--- src/include/l1_agc_defs.svh ---
`ifndef L1_AGC_DEFS_SVH
`define L1_AGC_DEFS_SVH

// sample path widths
`define L1_SAMPLE_W     12      // signed adc sample
`define L1_SCALED_W     8       // signed, after gain and saturation
`define L1_SCALE_W      12      // unsigned scale, fraction of 4096
`define L1_SCALE_FRAC   12      // fractional bits of scale
`define L1_POWER_W      15      // square of a scaled sample

// measurement window
`define L1_WINDOW_BITS  8       // 256 valid samples per window
`define L1_SQSUM_W      23      // power sum over one window
`define L1_CNT_W        9       // sign counters, up to 256

// gain loop
`define L1_SCALE_RESET  1024    // scale out of reset
`define L1_SCALE_STEP   8       // scale change per window
`define L1_SCALE_MIN    1
`define L1_SCALE_MAX    4095

// power band around 1024 per sample * 256 samples
`define L1_SQSUM_HI     278528
`define L1_SQSUM_LO     245760

`define L1_OFFSET_SHIFT 3       // offset correction = (pos - neg) >>> 3

`endif

--- src/logic/l1_agc_pkg.sv ---
`include "l1_agc_defs.svh"

package l1_agc_pkg;

    // raw adc sample with its strobe
    typedef struct packed {
        logic                           valid;
        logic signed [`L1_SAMPLE_W-1:0] data;
    } l1_sample_t;                                  // 13 bits

    // sample after offset, scale and saturation
    typedef struct packed {
        logic                           valid;
        logic signed [`L1_SCALED_W-1:0] data;
    } l1_scaled_t;                                  // 9 bits

    typedef struct packed {
        logic                    valid;
        logic [`L1_POWER_W-1:0]  power;             // scaled^2
        logic                    pos;               // scaled > 0
        logic                    neg;               // scaled < 0
    } l1_power_t;                                   // 18 bits

    // gain applied by the front stage
    typedef struct packed {
        logic [`L1_SCALE_W-1:0]         scale;      // x/4096
        logic signed [`L1_SAMPLE_W-1:0] offset;     // added before scaling
    } agc_gain_t;                                   // 24 bits

    // one window worth of statistics
    typedef struct packed {
        logic                    valid;
        logic [`L1_SQSUM_W-1:0]  sq_sum;
        logic [`L1_CNT_W-1:0]    pos_cnt;
        logic [`L1_CNT_W-1:0]    neg_cnt;
    } agc_meas_t;                                   // 42 bits

endpackage

--- src/logic/agc_gain_stage.sv ---
`timescale 1ns/10ps
`include "l1_agc_defs.svh"

module agc_gain_stage import l1_agc_pkg::*; (
    input  logic       wbclk,
    input  logic       rst_i,
    input  l1_sample_t sample_i,
    input  agc_gain_t  gain_i,
    output l1_scaled_t scaled_o
);

    localparam int SUM_W  = `L1_SAMPLE_W + 1;            // sample plus offset never overflows
    localparam int PROD_W = SUM_W + `L1_SCALE_W + 1;     // signed x zero-extended scale

    // saturation bounds of the scaled output at product width
    localparam logic signed [PROD_W-1:0] SAT_HI = PROD_W'(2 ** (`L1_SCALED_W - 1) - 1);
    localparam logic signed [PROD_W-1:0] SAT_LO = PROD_W'(-(2 ** (`L1_SCALED_W - 1)));

    logic signed [SUM_W-1:0]        sum;
    logic signed [PROD_W-1:0]       prod;
    logic signed [PROD_W-1:0]       shifted;
    logic signed [`L1_SCALED_W-1:0] sat;

    assign sum  = SUM_W'(sample_i.data) + SUM_W'(gain_i.offset);
    // unsigned scale stays positive in the signed multiply
    assign prod = PROD_W'(sum) * PROD_W'($signed({1'b0, gain_i.scale}));
    assign shifted = prod >>> `L1_SCALE_FRAC;            // drop fraction with floor toward -inf

    always_comb begin
        if (shifted > SAT_HI) begin
            sat = {1'b0, {(`L1_SCALED_W-1){1'b1}}};      // +127
        end else if (shifted < SAT_LO) begin
            sat = {1'b1, {(`L1_SCALED_W-1){1'b0}}};      // -128
        end else begin
            sat = shifted[`L1_SCALED_W-1:0];
        end
    end

    // one register stage using the gain of the input cycle
    always_ff @(posedge wbclk) begin
        if (rst_i) begin
            scaled_o.valid <= 1'b0;
        end else begin
            scaled_o.valid <= sample_i.valid;
        end
        scaled_o.data <= sat;                            // payload qualified by valid
    end

    // a zero scale from the loop controller would kill the channel
    assert property (@(posedge wbclk) disable iff (rst_i)
        sample_i.valid |-> (gain_i.scale != '0))
        else $error("gain stage: zero scale on a valid sample");

endmodule

--- src/logic/sample_power_stage.sv ---
`timescale 1ns/10ps
`include "l1_agc_defs.svh"

module sample_power_stage import l1_agc_pkg::*; (
    input  logic                   wbclk,
    input  logic                   rst_i,
    input  l1_scaled_t             scaled_i,
    input  logic [`L1_POWER_W-1:0] threshold_i,
    output l1_power_t              power_o,
    output logic                   trigger_o
);

    logic signed [`L1_POWER_W-1:0] ext;     // sign-extended scaled value
    logic [`L1_POWER_W-1:0]        sq;

    assign ext = `L1_POWER_W'(scaled_i.data);
    assign sq  = ext * ext;                 // max 128^2 = 16384, fits 15 bits

    always_ff @(posedge wbclk) begin
        if (rst_i) begin
            power_o.valid <= 1'b0;
            trigger_o     <= 1'b0;
        end else begin
            power_o.valid <= scaled_i.valid;
            // strictly above threshold, only on a real sample
            trigger_o     <= scaled_i.valid && (sq > threshold_i);
        end
        power_o.power <= sq;
        power_o.pos   <= (scaled_i.data > 0);
        power_o.neg   <= (scaled_i.data < 0);
    end

    // trigger and power leave together, downstream pairs them by cycle
    assert property (@(posedge wbclk) disable iff (rst_i)
        trigger_o |-> power_o.valid)
        else $error("power stage: trigger without valid power");

endmodule

--- src/logic/agc_window_meter.sv ---
`timescale 1ns/10ps
`include "l1_agc_defs.svh"

module agc_window_meter import l1_agc_pkg::*; (
    input  logic      wbclk,
    input  logic      rst_i,
    input  l1_power_t power_i,
    output agc_meas_t meas_o
);

    localparam int WIN = 2 ** `L1_WINDOW_BITS;

    logic [`L1_WINDOW_BITS-1:0] item_cnt;      // valid items seen this window
    logic [`L1_SQSUM_W-1:0]     sq_acc;
    logic [`L1_CNT_W-1:0]       pos_acc;
    logic [`L1_CNT_W-1:0]       neg_acc;

    logic [`L1_SQSUM_W-1:0] sq_nx;
    logic [`L1_CNT_W-1:0]   pos_nx;
    logic [`L1_CNT_W-1:0]   neg_nx;
    logic                   last;

    // running sums including the current item
    assign sq_nx  = sq_acc + `L1_SQSUM_W'(power_i.power);
    assign pos_nx = pos_acc + `L1_CNT_W'(power_i.pos);
    assign neg_nx = neg_acc + `L1_CNT_W'(power_i.neg);

    assign last = power_i.valid && (&item_cnt);    // 256th item

    always_ff @(posedge wbclk) begin
        if (rst_i) begin
            item_cnt     <= '0;
            sq_acc       <= '0;
            pos_acc      <= '0;
            neg_acc      <= '0;
            meas_o.valid <= 1'b0;
        end else begin
            meas_o.valid <= last;
            if (power_i.valid) begin
                item_cnt <= item_cnt + 1'b1;       // wraps to 0 after the last item
                if (last) begin
                    // new window starts empty
                    sq_acc  <= '0;
                    pos_acc <= '0;
                    neg_acc <= '0;
                end else begin
                    sq_acc  <= sq_nx;
                    pos_acc <= pos_nx;
                    neg_acc <= neg_nx;
                end
            end
        end
        if (last) begin
            meas_o.sq_sum  <= sq_nx;               // final sums incl. last item
            meas_o.pos_cnt <= pos_nx;
            meas_o.neg_cnt <= neg_nx;
        end
    end

    // a sample is at most one of pos/neg, so a window cannot count more than its length
    assert property (@(posedge wbclk) disable iff (rst_i)
        meas_o.valid |->
            (({1'b0, meas_o.pos_cnt} + {1'b0, meas_o.neg_cnt}) <= (`L1_CNT_W+1)'(WIN)))
        else $error("window meter: sign counts exceed window length");

endmodule

--- src/logic/agc_loop_ctrl.sv ---
`timescale 1ns/10ps
`include "l1_agc_defs.svh"

module agc_loop_ctrl import l1_agc_pkg::*; (
    input  logic      wbclk,
    input  logic      rst_i,
    input  agc_meas_t meas_i,
    input  logic      loop_en_i,
    input  logic      cfg_load_i,
    input  agc_gain_t cfg_gain_i,
    output agc_gain_t gain_o
);

    localparam int SC_W   = `L1_SCALE_W + 2;       // signed, room for +-step
    localparam int OF_W   = `L1_SAMPLE_W + 1;      // signed, room for correction
    localparam int DIFF_W = `L1_CNT_W + 1;         // pos - neg, -256..256

    localparam logic signed [OF_W-1:0] OFF_HI = OF_W'(2 ** (`L1_SAMPLE_W - 1) - 1);
    localparam logic signed [OF_W-1:0] OFF_LO = OF_W'(-(2 ** (`L1_SAMPLE_W - 1)));

    logic signed [SC_W-1:0]         scale_step;
    logic signed [SC_W-1:0]         scale_raw;
    logic [`L1_SCALE_W-1:0]         scale_nx;
    logic signed [DIFF_W-1:0]       sign_diff;
    logic signed [DIFF_W-1:0]       off_corr;
    logic signed [OF_W-1:0]         off_raw;
    logic signed [`L1_SAMPLE_W-1:0] off_nx;
    logic                           loop_upd;

    assign loop_upd = meas_i.valid && loop_en_i;

    // scale steps down when loud and up when quiet, holds inside the band
    always_comb begin
        scale_step = '0;
        if (meas_i.sq_sum > `L1_SQSUM_W'(`L1_SQSUM_HI)) begin
            scale_step = -SC_W'(`L1_SCALE_STEP);
        end else if (meas_i.sq_sum < `L1_SQSUM_W'(`L1_SQSUM_LO)) begin
            scale_step = SC_W'(`L1_SCALE_STEP);
        end
        scale_raw = SC_W'($signed({1'b0, gain_o.scale})) + scale_step;
        if (scale_raw < SC_W'(`L1_SCALE_MIN)) begin
            scale_nx = `L1_SCALE_W'(`L1_SCALE_MIN);        // never reach zero gain
        end else if (scale_raw > SC_W'(`L1_SCALE_MAX)) begin
            scale_nx = `L1_SCALE_W'(`L1_SCALE_MAX);
        end else begin
            scale_nx = scale_raw[`L1_SCALE_W-1:0];
        end
    end

    // offset pushes against the sign imbalance of the window
    always_comb begin
        sign_diff = $signed({1'b0, meas_i.pos_cnt}) - $signed({1'b0, meas_i.neg_cnt});
        off_corr  = sign_diff >>> `L1_OFFSET_SHIFT;
        off_raw   = OF_W'(gain_o.offset) - OF_W'(off_corr);
        if (off_raw > OFF_HI) begin
            off_nx = {1'b0, {(`L1_SAMPLE_W-1){1'b1}}};
        end else if (off_raw < OFF_LO) begin
            off_nx = {1'b1, {(`L1_SAMPLE_W-1){1'b0}}};
        end else begin
            off_nx = off_raw[`L1_SAMPLE_W-1:0];
        end
    end

    always_ff @(posedge wbclk) begin
        if (rst_i) begin
            gain_o.scale  <= `L1_SCALE_W'(`L1_SCALE_RESET);
            gain_o.offset <= '0;
        end else if (cfg_load_i) begin
            gain_o <= cfg_gain_i;                  // load beats a loop update
        end else if (loop_upd) begin
            gain_o.scale  <= scale_nx;
            gain_o.offset <= off_nx;
        end
    end

    // gain stage needs a usable scale whether loaded or stepped
    assert property (@(posedge wbclk) disable iff (rst_i)
        gain_o.scale != '0)
        else $error("loop ctrl: scale left the range 1..4095");

endmodule

--- src/logic/l1_agc_top.sv ---
`timescale 1ns/10ps
`include "l1_agc_defs.svh"

module l1_agc_top import l1_agc_pkg::*; (
    input  logic                   wbclk,
    input  logic                   rst_i,
    input  l1_sample_t             sample_i,
    input  logic [`L1_POWER_W-1:0] threshold_i,
    input  logic                   loop_en_i,
    input  logic                   cfg_load_i,
    input  agc_gain_t              cfg_gain_i,
    output l1_scaled_t             scaled_o,
    output l1_power_t              power_o,
    output logic                   trigger_o,
    output agc_meas_t              meas_o,
    output agc_gain_t              gain_o
);

    // sample -> gain -> power/trigger -> window -> loop, gain_o fed back
    agc_gain_stage u_gain (
        .wbclk    (wbclk),
        .rst_i    (rst_i),
        .sample_i (sample_i),
        .gain_i   (gain_o),             // feedback from the loop
        .scaled_o (scaled_o)
    );

    sample_power_stage u_power (
        .wbclk       (wbclk),
        .rst_i       (rst_i),
        .scaled_i    (scaled_o),
        .threshold_i (threshold_i),
        .power_o     (power_o),
        .trigger_o   (trigger_o)
    );

    agc_window_meter u_meter (
        .wbclk   (wbclk),
        .rst_i   (rst_i),
        .power_i (power_o),
        .meas_o  (meas_o)
    );

    agc_loop_ctrl u_loop (
        .wbclk      (wbclk),
        .rst_i      (rst_i),
        .meas_i     (meas_o),
        .loop_en_i  (loop_en_i),
        .cfg_load_i (cfg_load_i),
        .cfg_gain_i (cfg_gain_i),
        .gain_o     (gain_o)
    );

endmodule

--- config.mk ---
export PLATFORM = sky130hd
export DESIGN_NAME = l1_agc_top
export DESIGN_NICKNAME = d
export VERILOG_FILES = /design/src/logic/l1_agc_pkg.sv /design/src/logic/agc_gain_stage.sv /design/src/logic/sample_power_stage.sv /design/src/logic/agc_window_meter.sv /design/src/logic/agc_loop_ctrl.sv /design/src/logic/l1_agc_top.sv
export VERILOG_INCLUDE_DIRS = /design/src /design/src/include
export SDC_FILE = /design/constraint.sdc
export NUM_CORES = 1
export LEC_CHECK = 0
export BUFFER_PORTS_ARGS = -buffer_cell sky130_fd_sc_hd__buf_4
export CORE_ASPECT_RATIO = 2
export CORE_MARGIN = 5
export CORE_UTILIZATION = 42
export CTS_CLUSTER_DIAMETER = 50
export DETAILED_ROUTE_END_ITERATION = 8
export PLACE_DENSITY = 0.69
export RECOVER_POWER = 100
export SKIP_LAST_GASP = 1
export SYNTH_ARGS = -nofsm -noshare
export SYNTH_HDL_FRONTEND = slang
export SYNTH_SLANG_ARGS = --single-unit
--- constraint.sdc ---
create_clock -name wbclk -period 14.58 [get_ports wbclk]
set_input_delay 0.729 -clock wbclk [delete_from_list [all_inputs] [get_ports wbclk]]
set_output_delay 0.729 -clock wbclk [all_outputs]
set_load 0.05 [all_outputs]
==> impl_metrics.env, run 1 <==
export IMPL_clockBufferDepth=2
export IMPL_synth_cells=1832
export IMPL_cap_violations=3
export IMPL_rsz0062_at_grt="no"
export IMPL_cp_max_fo=12
export IMPL_clkLatencyLatePin_ns=0.42
export IMPL_netlist_area_um2=16220
export IMPL_first_iter_violations=594
export IMPL_avgSynthCellArea_um2=8.852
export IMPL_diodes=0
export IMPL_synth_common_cells="324 x inv_1, 193 x fa_1, 176 x nand2_1"
export IMPL_synth_xor_area_share_pct=5.347
export IMPL_synth_seq_cells=142
export IMPL_ant_nets=0
export IMPL_arrival_ns=9.59
export IMPL_layout_nets=2354
export IMPL_track_usage_pct=18.77
export IMPL_grt_pass1_vias=12750
export IMPL_gp_congestion=0.8927
export IMPL_path_common_cell="fa_1"
export IMPL_slowest_delay_ns=0.59
export IMPL_post_route_util_pct=46.98
export IMPL_dr_total_vias=12810
export IMPL_yosysTopAreaCellShare_pct=23.83
export IMPL_die_y_um=287.9
export IMPL_num_io_pins=150
export IMPL_clock_skew_ns=0.01199
export IMPL_fp_row_count=102
export IMPL_synth_flop_cell="dfxtp_1"
export IMPL_async_reset_ff_share_pct=0
export IMPL_min_period_ns=9.311
export IMPL_cts_setup_buffers=0
export IMPL_antenna_found_initial=0
export IMPL_fp_coreArea_um2=38410
export IMPL_chipWidth_um=148.9
export IMPL_synth_nets=2237
export IMPL_synth_top_family_by_area="adder cells"
export IMPL_grt_overflow=0
export IMPL_grt_max_degree=79
export IMPL_failed_checks="capacitance limit, slew limit"
export IMPL_worst_path_buf_inv=5
export IMPL_clk_pin_slew_worst_paths_ns=0.06
export IMPL_yosys_warnings=0
export IMPL_wire_per_inst_um=15.93
export IMPL_slew_violations=129
export IMPL_setup_viol_count_final=0
export IMPL_slew_headroom_pct=-144.1
export IMPL_cp_start_kind="input pin"
export IMPL_cts_hold_buf=0
export IMPL_synth_compound_area_share_pct=13.10
export IMPL_wirelength_mm=39.55
export IMPL_path_class="in -> reg"
export IMPL_final_setup_tns_ns=0
export IMPL_finalHoldViolCount=0
export IMPL_die_area_um2=42880
export IMPL_period_share_pct=63.86
export IMPL_grt_pass1_wl_mm=65.38
export IMPL_dp_hpwl_mm=31.36
export IMPL_root_buffer="clkbuf_16"
export IMPL_drc=0
export IMPL_synth_top_area_cell="fa_1"
export IMPL_synth_edf_count=41
export IMPL_viasPerCell=5.162
export IMPL_ys_types=74
export IMPL_tritoncts="done"
export IMPL_fmax_mhz=107.4
export IMPL_synth_simple_area_share_pct=15.26
export IMPL_yosys_area_share_adder_pct=35.86
export IMPL_tightest_slew_ns=3.661
export IMPL_yosysMostFrequentCell="inv_1"
export IMPL_clock_sinks=142
export IMPL_nFillCells=3783
export IMPL_crit_path_top_delay_cell="a21boi_0"
export IMPL_drt_pass1_iter_count=5
export IMPL_muxShareOfSynthArea_pct=1.258
export IMPL_ctsResizeCount=0
export IMPL_htreeDepth=4
export IMPL_drive_above_1_share_pct=5.708
export IMPL_cp_required_ns=14.86
export IMPL_hp_class="reg -> reg"
export IMPL_ys_seq_area_share_pct=20.06
export IMPL_start_util_pct=42.22
export IMPL_cp_end_kind="flop"
export IMPL_crit_family="compound AO/OA/AOI/OAI gates"
export IMPL_seqCellArea_um2=3253
export IMPL_portBuffers=148
export IMPL_outcome="complete, but fails checks"
export IMPL_area_delta_synth_final_pct=11.28
export IMPL_synthTopCellsByArea="fa_1 24%, dfxtp_1 12%, ha_1 12%"
export IMPL_cts_buffers=17
export IMPL_multi_input_area_um2=11480
==> tightest hold or removal path, cell delays in order, from the launching register on <==
cell and delay, ns:
dfxtp_1 0.31, nand2_1 0.06, a21oi_1 0.05
==> cells by family after synthesis <==
| family | after synthesis |
|---|---|
| AO/OA/AOI/OAI | 321 |
| XOR/XNOR | 99 |
| adder cells (fa/ha/maj) | 349 |
| buffers and inverters | 390 |
| flip-flops | 142 |
| multiplexers | 19 |
| other | 1 |
| AND/OR/NAND/NOR | 511 |
==> layout by cell type (no fill, tap or decap), types with 20 or more instances in the layout <==
cell type    n
inv_1      325
fa_1       193
nand2_1    176
ha_1       156
a21oi_1    114
dfxtp_1    101
clkbuf_1    96
nor2_1      84
and2_1      75
xnor2_1     68
buf_4       65
nand3_1     49
o21ai_0     44
edfxtp_1    41
xor2_1      31
nor3_1      29
nand2b_1    25
o21bai_1    24
a211oi_1    20
==> area by class of cell <==
class,count,area share [%]
multi-input combinational,1300,63.61
sequential,142,18.03
clock buffer,17,2.357
inverter,326,6.781
clock inverter,15,0.8805
tap,520,3.605
timing repair buffer,162,4.742
==> flip-flops by register name, summed over array words and instances, names as in the netlist <==
register / flops
u_power.trigger_o: 1
u_loop.gain_o: 24
u_power.power_o: 17
u_gain.scaled_o: 9
u_meter.neg_acc: 9
u_meter.meas_o: 42
u_meter.pos_acc: 9
u_meter.item_cnt: 8
u_meter.sq_acc: 23
==> routing by layer <==
metal / wire length [µm] / up-vias / share of wire [%] / GRT usage, %
met5: 0 / - / 0 / 0
met2: 19450 / 340 / 49 / 32.09
met3: 2002 / 44 / 5.1 / 2.536
met1: 17380 / 6220 / 44 / 25.23
li1: - / 6209 / - / -
met4: 718 / 0 / 1.8 / 4.353
==> final timing paths <==
path,from,endpoint,slack (ns),cells after the start
worst min-delay path,u_meter.sq_acc[0],u_meter.sq_acc[0],0.47,2
worst min register to register,u_meter.sq_acc[0],u_meter.sq_acc[0],0.47,2
worst max-delay path,sample_i[0],u_gain.scaled_o[2],5.27,31
worst max register to register,u_loop.gain_o[0],u_gain.scaled_o[2],5.33,30
==> metrics by stage <==
step | hold slack (ns) | setup WS (ns) | cells | area, µm²
after floorplan | 0.4341 | 5.852 | 1832 | 16220
after global placement | 0.4523 | 5.206 | 2450 | 17830
after detailed placement | 0.4608 | 5.020 | 2450 | 17830
after CTS | 0.4695 | 5.466 | 2482 | 18420
after global routing | 0.4928 | 4.544 | 2482 | 18050
final | 0.4660 | 5.269 | 2482 | 18050
Power of run 1 is not shown: default switching activity piles up to over one toggle a cycle in this logic, so the estimate is an artifact.
==> run 2, diff against run 1 <==
==> constraint.sdc (replaced) <==
create_clock -name wbclk -period 9.31 [get_ports wbclk]
set_input_delay 0.4655 -clock wbclk [delete_from_list [all_inputs] [get_ports wbclk]]
set_output_delay 0.4655 -clock wbclk [all_outputs]
set_load 0.05 [all_outputs]
==> impl_metrics.env, run 2 (same netlist as run 1, synthesis figures left out) <==
export IMPL_outcome="complete, but fails checks"
export IMPL_failed_checks="capacitance limit, slew limit"
export IMPL_clockBufferDepth=2
export IMPL_clkLatencyLatePin_ns=0.42
export IMPL_layout_commonest_cell="inv_1"
export IMPL_die_y_um=287.9
export IMPL_drive_above_1_share_pct=6.056
export IMPL_worst_hold_startpoint="sample_i[12]"
export IMPL_slew_headroom_pct=-147.1
export IMPL_met1_length_mm=17.26
export IMPL_drt_pass1_iter_count=5
export IMPL_place_area_um2=17860
export IMPL_first_iter_violations=567
export IMPL_met2_wirelength_mm=19.30
export IMPL_clock_sinks=142
export IMPL_cp_start_kind="flop"
export IMPL_slew_violations=129
export IMPL_viasPerCell=5.128
export IMPL_period_share_pct=92.75
export IMPL_fp_row_count=102
export IMPL_finalHoldViolCount=0
export IMPL_hp_class="in -> reg"
export IMPL_cts_buffers=17
export IMPL_die_area_um2=42880
export IMPL_dp_hpwl_mm=31.27
export IMPL_clk_pin_slew_worst_paths_ns=0.06
export IMPL_fmax_mhz=115.8
export IMPL_reg_top3="u_meter.meas_o x42, u_loop.gain_o x24, u_meter.sq_acc x23"
export IMPL_top_layer_used="met4"
export IMPL_gp_congestion=0.8785
export IMPL_chipWidth_um=148.9
export IMPL_drc=0
export IMPL_htreeDepth=4
export IMPL_dr_total_vias=12740
export IMPL_area_delta_synth_final_pct=11.56
export IMPL_grt_pass1_vias=12640
export IMPL_r2r_start="u_loop.gain_o[0]"
export IMPL_cp_required_ns=9.60
export IMPL_wire_per_inst_um=15.94
export IMPL_portBuffers=148
export IMPL_wl_met3_mm=1.937
export IMPL_largest_reg_flops=42
export IMPL_fp_coreArea_um2=38410
export IMPL_ant_nets=0
export IMPL_grt_pass1_wl_mm=65.32
export IMPL_min_period_ns=8.635
export IMPL_track_usage_pct=18.82
export IMPL_tightest_slew_ns=3.706
export IMPL_hold_slack_ns=0.2483
export IMPL_rsz0062_at_grt="no"
export IMPL_crit_start="u_loop.gain_o[0]"
export IMPL_setup_viol_count_final=0
export IMPL_start_util_pct=42.22
export IMPL_num_io_pins=150
export IMPL_grt_max_degree=79
export IMPL_top_register="u_meter.meas_o"
export IMPL_cap_violations=2
export IMPL_path_class="reg -> reg"
export IMPL_cts_hold_buf=0
export IMPL_wirelength_mm=39.61
export IMPL_reg2reg_setup_slack_ns=0.67
export IMPL_arrival_ns=8.92
export IMPL_layout_nets=2357
export IMPL_nFillCells=3809
export IMPL_tritoncts="done"
export IMPL_crit_path_top_delay_cell="fa_1"
export IMPL_slowest_delay_ns=0.54
export IMPL_most_common_layout_cells="324 x inv_1, 193 x fa_1, 176 x nand2_1"
export IMPL_path_common_cell="fa_1"
export IMPL_clock_skew_ns=0.01085
export IMPL_antenna_found_initial=0
export IMPL_cp_end_kind="flop"
export IMPL_finalInstanceArea_um2=18090
export IMPL_grt_overflow=0
export IMPL_diodes=0
export IMPL_cp_max_fo=11
export IMPL_final_setup_tns_ns=0
export IMPL_root_buffer="clkbuf_16"
[run 2: final cells by class]
cell class              count  area (µm²)  share of cell area (%)
multi-input cells        1300       11490                   63.52
well taps                 520       650.6                   3.596
clock buffers              22       495.5                   2.739
flip-flops and latches    142        3253                   17.98
clock inverters            10       98.84                  0.5464
repair buffers            165       878.3                   4.855
inverters                 326        1224                   6.764
[run 2: metal layers]
metal	GRT usage (%)	vias up
met1	25.25	6164
met3	2.662	64
met4	5.934	0
met2	31.40	312
li1	-	6204
met5	0	-
[run 2: path summary, 6_finish.rpt]
| check | to | cells past startpoint |
|---|---|---|
| max | u_gain.scaled_o[2] | 31 |
| min | u_gain.scaled_o[8] | 2 |
| max reg2reg | u_gain.scaled_o[2] | 31 |
| min reg2reg | u_meter.sq_acc[2] | 2 |
[run 2: through the flow]
stage	utilization, %	instances	setup slack [ns]
global placement	46.48	2453	0.4451
CTS	48.03	2485	0.5726
detailed placement	46.48	2453	0.3352
floorplan	-	1832	0.7560
finish	47.09	2485	0.6746
global route	47.09	2485	0.03324
[run 2: what timing repair did]
item | in CTS | in global routing
setup buffers | 0 | 0
endpoints found under the setup margin | 0 | 7
resized for setup | 0 | 2
[run 2: worst max-delay path, delay by kind of cell (launching register included)]
family                     cells  cell delay (ns)
adders and majority gates      8             3.50
AOI/OAI and AO/OA             16             3.45
buffers and inverters          5             0.70
and+or+nand+nor                2             0.56
DFF                            1             0.32
Power of run 2 is left out for the same reason.
